<file path="src/common/permPkg.sv">
package permPkg;

    // one truth table over four variables, bit index is {x3, x2, x1, x0}
    localparam int ttWidth = 16;

    // six times 2^16 still fits
    localparam int sumWidth = 24;

    // 0 to numPerms
    localparam int countWidth = 4;

    // permutations of variables 1..3, variable 0 stays put
    localparam int numPerms = 6;

    typedef logic [ttWidth-1:0] truthTable_t;
    typedef logic [sumWidth-1:0] coeffSum_t;
    typedef logic [countWidth-1:0] coeffCount_t;

endpackage
</file>
<file path="src/hdl/permutationTop.sv">
`timescale 1ns/1ns

module permutationTop import permPkg::*; #(
    parameter int fifoDepth = 4,
    parameter int grabDelay = 6
) (
    input  logic        clk,
    input  logic        arstN,

    input  truthTable_t top,

    input  truthTable_t bot,
    input  logic        writeBot,
    output logic        readyForInputBot,

    input  logic        grabResults,
    output logic        resultsAvailable,
    output coeffSum_t   coeffSum,
    output coeffCount_t coeffCount
);

    localparam int spacingWidth = $clog2(grabDelay + 1);

    truthTable_t permutedBot;
    logic permutedBotValid;
    logic batchDone;
    logic pipelineSlowDown;
    logic generatorHasSpace;

    logic grabNewResult;
    logic pipelineResultAvailable;
    coeffSum_t pipeSum;
    coeffCount_t pipeCount;

    logic [spacingWidth-1:0] cyclesSinceGrab;
    logic readyForGrab;
    logic [grabDelay-1:0] grabLine;

    assign readyForInputBot = generatorHasSpace && !pipelineSlowDown;

    permutationGenerator permGen (
        .clk(clk),
        .arstN(arstN),
        .inBot(bot),
        .writeInBot(writeBot),
        .hasSpace(generatorHasSpace),
        .outBot(permutedBot),
        .outBotValid(permutedBotValid),
        .botSeriesFinished(batchDone)
    );

    coeffPipeline #(
        .fifoDepth(fifoDepth)
    ) computePipe (
        .clk(clk),
        .arstN(arstN),
        .top(top),
        .bot(permutedBot),
        .isBotValid(permutedBotValid),
        .batchDone(batchDone),
        .slowDownInput(pipelineSlowDown),
        .grabResults(grabNewResult),
        .resultsAvailable(pipelineResultAvailable),
        .coeffSum(pipeSum),
        .coeffCount(pipeCount)
    );

    // saturates at grabDelay, so grabs are at least grabDelay+1 cycles apart
    assign readyForGrab = cyclesSinceGrab == spacingWidth'(grabDelay);
    assign grabNewResult = !resultsAvailable && pipelineResultAvailable && readyForGrab;

    always_ff @(posedge clk or negedge arstN) begin
        if (!arstN) begin
            cyclesSinceGrab <= spacingWidth'(grabDelay);
            grabLine <= '0;
        end else begin
            if (grabNewResult) begin
                cyclesSinceGrab <= '0;
            end else if (!readyForGrab) begin
                cyclesSinceGrab <= cyclesSinceGrab + 1'b1;
            end
            grabLine <= {grabLine[grabDelay-2:0], grabNewResult}; // strobe delay line
        end
    end

    resultRegister outputReg (
        .clk(clk),
        .arstN(arstN),
        .write(grabLine[grabDelay-1]),
        .dataSum(pipeSum),
        .dataCount(pipeCount),
        .grab(grabResults),
        .hasData(resultsAvailable),
        .sum(coeffSum),
        .count(coeffCount)
    );

endmodule

</file>
<file path="src/hdl/resultRegister.sv">
`timescale 1ns/1ns

module resultRegister import permPkg::*; (
    input  logic        clk,
    input  logic        arstN,

    input  logic        write,
    input  coeffSum_t   dataSum,
    input  coeffCount_t dataCount,

    input  logic        grab,
    output logic        hasData,
    output coeffSum_t   sum,
    output coeffCount_t count
);

    always_ff @(posedge clk or negedge arstN) begin
        if (!arstN) begin
            hasData <= 1'b0;
        end else if (write) begin
            hasData <= 1'b1;
        end else if (grab) begin
            hasData <= 1'b0;
        end
    end

    always_ff @(posedge clk) begin
        if (write) begin
            sum <= dataSum;
            count <= dataCount;
        end
    end

endmodule

</file>
<file path="src/coeffPipeline/coeffPipeline.sv">
`timescale 1ns/1ns

module coeffPipeline import permPkg::*; #(
    parameter int fifoDepth = 4
) (
    input  logic        clk,
    input  logic        arstN,

    input  truthTable_t top,
    input  truthTable_t bot,
    input  logic        isBotValid,
    input  logic        batchDone,
    output logic        slowDownInput,

    input  logic        grabResults,
    output logic        resultsAvailable,
    output coeffSum_t   coeffSum,
    output coeffCount_t coeffCount
);

    logic s1Valid;
    logic s1Last;
    logic s1Flag;
    logic [4:0] s1Pop;

    logic s2Valid;
    logic s2Last;
    logic s2Flag;
    coeffSum_t s2Term;

    coeffSum_t sumAcc;
    coeffCount_t countAcc;
    logic pushValid;
    coeffSum_t pushSum;
    coeffCount_t pushCount;

    // valid and batch markers
    always_ff @(posedge clk or negedge arstN) begin
        if (!arstN) begin
            s1Valid <= 1'b0;
            s1Last <= 1'b0;
            s2Valid <= 1'b0;
            s2Last <= 1'b0;
        end else begin
            s1Valid <= isBotValid;
            s1Last <= isBotValid && batchDone;
            s2Valid <= s1Valid;
            s2Last <= s1Last;
        end
    end

    always_ff @(posedge clk) begin
        s1Flag <= (bot & ~top) == '0; // subset of top
        s1Pop <= 5'($countones(top & ~bot));
        s2Flag <= s1Flag;
        s2Term <= s1Flag ? (coeffSum_t'(1) << s1Pop) : '0;
    end

    // stage 3, running totals
    always_ff @(posedge clk or negedge arstN) begin
        if (!arstN) begin
            sumAcc <= '0;
            countAcc <= '0;
            pushValid <= 1'b0;
        end else begin
            pushValid <= s2Valid && s2Last;
            if (s2Valid) begin
                if (s2Last) begin
                    sumAcc <= '0;
                    countAcc <= '0;
                end else begin
                    sumAcc <= sumAcc + s2Term;
                    countAcc <= countAcc + coeffCount_t'(s2Flag);
                end
            end
        end
    end

    always_ff @(posedge clk) begin
        if (s2Valid && s2Last) begin
            pushSum <= sumAcc + s2Term;
            pushCount <= countAcc + coeffCount_t'(s2Flag);
        end
    end

    resultFifo #(
        .fifoDepth(fifoDepth)
    ) resultQueue (
        .clk(clk),
        .arstN(arstN),
        .push(pushValid),
        .pushSum(pushSum),
        .pushCount(pushCount),
        .pop(grabResults),
        .notEmpty(resultsAvailable),
        .almostFull(slowDownInput),
        .headSum(coeffSum),
        .headCount(coeffCount)
    );

endmodule

</file>
<file path="src/coeffPipeline/resultFifo.sv">
`timescale 1ns/1ns

module resultFifo import permPkg::*; #(
    parameter int fifoDepth = 4
) (
    input  logic        clk,
    input  logic        arstN,

    input  logic        push,
    input  coeffSum_t   pushSum,
    input  coeffCount_t pushCount,

    input  logic        pop,
    output logic        notEmpty,
    output logic        almostFull,
    output coeffSum_t   headSum,
    output coeffCount_t headCount
);

    localparam int ptrWidth = fifoDepth > 1 ? $clog2(fifoDepth) : 1;
    localparam int cntWidth = $clog2(fifoDepth + 1);

    coeffSum_t sumMem [fifoDepth];
    coeffCount_t countMem [fifoDepth];
    logic [ptrWidth-1:0] wrPtr;
    logic [ptrWidth-1:0] rdPtr;
    logic [cntWidth-1:0] used;
    logic doPop;

    assign notEmpty = used != '0;
    // room left for one batch in the pipe and one just accepted
    assign almostFull = used >= cntWidth'(fifoDepth - 2);
    assign doPop = pop && notEmpty;

    always_ff @(posedge clk or negedge arstN) begin
        if (!arstN) begin
            wrPtr <= '0;
            rdPtr <= '0;
            used <= '0;
        end else begin
            if (push) begin
                wrPtr <= (wrPtr == ptrWidth'(fifoDepth - 1)) ? '0 : wrPtr + 1'b1;
            end
            if (doPop) begin
                rdPtr <= (rdPtr == ptrWidth'(fifoDepth - 1)) ? '0 : rdPtr + 1'b1;
            end
            if (push && !doPop) begin
                used <= used + 1'b1;
            end else if (doPop && !push) begin
                used <= used - 1'b1;
            end
        end
    end

    always_ff @(posedge clk) begin
        if (push) begin
            sumMem[wrPtr] <= pushSum;
            countMem[wrPtr] <= pushCount;
        end
        if (doPop) begin
            headSum <= sumMem[rdPtr]; // holds until the next pop
            headCount <= countMem[rdPtr];
        end
    end

endmodule

</file>
<file path="src/permutationGenerator/permutationGenerator.sv">
`timescale 1ns/1ns

module permutationGenerator import permPkg::*; (
    input  logic        clk,
    input  logic        arstN,

    input  truthTable_t inBot,
    input  logic        writeInBot,
    output logic        hasSpace,

    output truthTable_t outBot,
    output logic        outBotValid,
    output logic        botSeriesFinished
);

    logic [2:0] step;
    logic lastStep;
    truthTable_t swapped12;
    truthTable_t swapped23;

    // rearranges the table as if variables a and b traded places
    function automatic truthTable_t swapVars(
        input truthTable_t tt,
        input int          a,
        input int          b
    );
        truthTable_t res;
        logic [3:0] src;
        for (int i = 0; i < ttWidth; i++) begin
            src = 4'(i);
            src[a] = i[b];
            src[b] = i[a];
            res[i] = tt[src];
        end
        return res;
    endfunction

    assign lastStep = step == 3'(numPerms - 1);

    assign swapped12 = swapVars(outBot, 1, 2);
    assign swapped23 = swapVars(outBot, 2, 3);

    // the last emission frees the slot, so batches can run back to back
    assign hasSpace = !outBotValid || lastStep;
    assign botSeriesFinished = outBotValid && lastStep;

    always_ff @(posedge clk or negedge arstN) begin
        if (!arstN) begin
            outBotValid <= 1'b0;
            step <= '0;
        end else if (writeInBot) begin
            outBotValid <= 1'b1;
            step <= '0;
        end else if (outBotValid) begin
            if (lastStep) begin
                outBotValid <= 1'b0;
            end else begin
                step <= step + 3'd1;
            end
        end
    end

    // Steinhaus-Johnson-Trotter over variables 1..3:
    // identity, then swap (1,2), (2,3), (1,2), (2,3), (1,2)
    always_ff @(posedge clk) begin
        if (writeInBot) begin
            outBot <= inBot;
        end else if (outBotValid && !lastStep) begin
            outBot <= step[0] ? swapped23 : swapped12; // even step swaps 1 and 2
        end
    end

endmodule

</file>
<file path="config.mk">
export PLATFORM = sky130hd
export DESIGN_NAME = permutationTop
export DESIGN_NICKNAME = d
export VERILOG_FILES = /design/src/common/permPkg.sv /design/src/hdl/permutationTop.sv /design/src/hdl/resultRegister.sv /design/src/coeffPipeline/coeffPipeline.sv /design/src/coeffPipeline/resultFifo.sv /design/src/permutationGenerator/permutationGenerator.sv
export SDC_FILE = /design/constraint.sdc
export NUM_CORES = 1
export LEC_CHECK = 0
export BUFFER_PORTS_ARGS = -buffer_cell sky130_fd_sc_hd__buf_2
export CAP_MARGIN = 40
export CORE_MARGIN = 1
export CORE_UTILIZATION = 51
export DETAILED_ROUTE_END_ITERATION = 7
export PLACE_DENSITY = 0.78
export REMOVE_ABC_BUFFERS = 1
export SYNTH_ARGS = -nofsm -noshare
export SYNTH_HDL_FRONTEND = slang
export SYNTH_SLANG_ARGS = --single-unit
export TNS_END_PERCENT = 30
</file>
<file path="constraint.sdc">
create_clock -name clk -period 3.9 [get_ports clk]
set_input_delay 0.585 -clock clk [delete_from_list [all_inputs] [get_ports clk]]
set_output_delay 0.585 -clock clk [all_outputs]
set_load 0.01 [all_outputs]
</file>
==> results_dict.tcl <==
set metrics [dict create \
    slew_headroom_pct 54.65 \
    portBuffers 65 \
    cp_slowest_cell "fa_1" \
    clock.fmax_mhz 269.5 \
    seqPwrFrac_pct 48.3 \
    path_cells "nor2_1 -> ha_1 -> inv_1 -> fa_1 -> inv_1 -> fa_1 -> fa_1 -> fa_1 -> ha_1 -> inv_1 -> fa_1 -> xnor2_1" \
    track_usage_pct 17.52 \
    synth_edf_count 212 \
    grt_pass1_vias 6587 \
    ctsHoldBuffers 0 \
    clk_pin_slew_ns 0.06 \
    slew_violations 0 \
    cts-root-buf "clkbuf_16" \
    power_switching_w 0.002131 \
    stdcell_count 1210 \
    drive_gt1_share_pct 20.20 \
    grt_overflow 0 \
    clkPwrFrac_pct 34.3 \
    hold_class "in2async" \
    drcViolationCount 0 \
    worstSkewPairLatency_ns 0.54 \
    max-vdd-ir-drop_mv 0.3137 \
    syn_area_um2 12150 \
    crit_path_end_kind "flop" \
    setup_viol 0 \
    ant_nets 0 \
    row_count 56 \
    required_ns 4.33 \
    area_growth_pct 14.25 \
    place_inst 1156 \
    synthTopCellsByArea "edfxtp_1 52%, dfrtp_1 11%, mux4_2 5.2%, dfxtp_1 5.1%, ha_1 4.9%" \
    yosys-top-cells-count "212 x edfxtp_1, 56 x nor2_1, 52 x dfrtp_1" \
    fp.dieArea_um2 24450 \
    ctsResizeCount 0 \
    slowest_delay_ns 0.55 \
    drt-total-wl_um 20080 \
    syn_avg_cell_area_um2 15.56 \
    fin_area_um2 13880 \
    cts_buffers 29 \
    yosysMostFrequentCell "edfxtp_1" \
    cts_tree "yes" \
    ys_seq_area_share_pct 68.63 \
    crit_type "reg2reg" \
    clock-sinks 297 \
    ys_types 60 \
    timing.final.crit_share_pct 95.15 \
    grt_first_pass_wirelength_um 33440 \
    hpwl_um 13300 \
    worst_pin_slew_ns 0.6788 \
    htreeDepth 1 \
    start_kind "flop" \
    antenna_found_initial 0 \
    clk_path_buf_depth 3 \
    switching_share_pct 25.57 \
    io_pins 66 \
    die_w_um 156.4 \
    diodes 0 \
    die_h_um 156.4 \
    yosysWarnings 0 \
    dr.pass1.iters 4 \
    initial_utilization_pct 51.93 \
    arrival_ns 4.14 \
    fin_crit_ns 3.711 \
    intPower_w 0.006201 \
    post_drt_wl_per_cell_um 16.59 \
    fill_cells 1778 \
    p_total_w 0.008332 \
    fin_skew_ns 0.01577 \
    vias_per_cell 5.248 \
    ys_async_sr_fraction_pct 18.18 \
    yosysTopAreaCell "edfxtp_1" \
    final_nets 965 \
    p_leak_nw 5.468 \
    place_congestion 0.8446 \
    crit_top_cell "fa_1" \
    vias 6350 \
    grt_max_degree 36 \
    rsz0062_at_grt "false" \
    cts_setup_buffers 0 \
    synth.top_cell.area_share_pct 52.38 \
    p_comb_share_pct 17.4 \
    p_per_area_nw_per_um2 600.1 \
    coreArea_um2 23400 \
    ys.flop_type "edfxtp_1" \
    ys_ff_latch 297 \
    status "finished, final reports clean" \
    synth_cells 781 \
    drt_iter0_drc 245 \
    max-cap-violations 0 \
    final-hold-violation-count 0 \
    placed_cell_area_um2 12890 \
    critPathMaxFanout 2 \
]
==> logic make-up (layout without fill, tap and decap cells) <==
group	count (synthesis)	after routing	synth area share, %
buffers and inverters	68	178	2.296
flip-flops	297	297	68.63
multiplexers	41	41	6.301
AO/OA/AOI/OAI	125	125	7.392
adder cells (fa/ha/maj)	61	61	7.083
XOR/XNOR	29	29	2.090
AND/OR/NAND/NOR	160	160	6.208
==> stage by stage <==
step                hold slack (ns)  util [%]  setup slack (ns)  TNS, ns
global placement             0.3343     54.98           -0.1261  -0.2481
CTS                         0.07986     59.33            0.1674        0
floorplan                    0.2894         -           0.05640        0
detailed placement           0.3356     55.07           -0.2060  -0.4101
global route                 0.1130     59.33           0.01804        0
finish                      0.07133     59.33            0.1893        0
==> area by class of cell <==
class                      count  area [um^2]  area share, %
sequential                   297         8342          60.08
inverter                      46        172.7          1.244
clock inverter                17        176.4          1.271
timing repair buffer          78        435.4          3.136
clock buffer                  37        820.8          5.911
multi-input combinational    416         3538          25.48
tap                          319        399.1          2.875
==> state kept, by name, indices dropped and copies added, names as in the netlist, 16 cells and up <==
signal / cells
computePipe.resultQueue.sumMem: 96
computePipe.pushSum: 24
computePipe.resultQueue.headSum: 24
computePipe.s2Term: 24
computePipe.sumAcc: 24
outputReg.sum: 24
computePipe.resultQueue.countMem: 16
permGen.outBot: 16
==> critical path, delay by kind of cell (launching register included) <==
kind	cells	cell delay (ns)
buffers and inverters	3	0.17
xor gates and xnor gates	1	0.13
DFF	1	0.39
adders and majority gates	7	2.84
and+or+nand+nor	1	0.07
==> path summary, 6_finish.rpt <==
kind	cells past startpoint	startpoint	to	slack, ns
worst max-delay path	12	permGen.outBot[14]	computePipe.s1Pop[3]	0.19
worst min-delay path	1	arstN	outputReg.hasData	0.07
worst max register to register	12	permGen.outBot[14]	computePipe.s1Pop[3]	0.19
worst min register to register	0	grabLine[2]	grabLine[3]	0.35
max in group asynchronous	2	arstN	computePipe.sumAcc[9]	3.02
min in group clk	2	bot[1]	permGen.outBot[1]	0.32
==> metal layers <==
metal / vias up / GRT usage, % / share of wire [%]
li1: 3065 / - / -
met1: 3097 / 23.33 / 45
met2: 153 / 30.08 / 49
met3: 35 / 2.686 / 4.1
met4: 0 / 4.669 / 1.7
met5: - / 0 / 0
==> placed cells by master, fill, tap and decap left out, types with 28 or more instances in the layout <==
cell,netlist,layout
dfxtp_1,31,31
nor2_1,56,54
dfrtp_1,52,51
inv_1,45,45
clkbuf_16,0,30
buf_2,1,65
ha_1,48,48
nand2_1,39,39
edfxtp_1,212,212
mux4_2,28,28
==> power by group through the flow <==
stage          registers (W)  clock network (W)  logic, W
2_1_floorplan        0.00416                  0  0.000949
6_report             0.00402            0.00285   0.00145
3_5_place_dp         0.00409                  0   0.00147
5_1_grt              0.00407            0.00304   0.00165
4_1_cts              0.00403            0.00292   0.00149
3_3_place_gp         0.00413                  0   0.00133
Power figures use the tool's default switching activity.
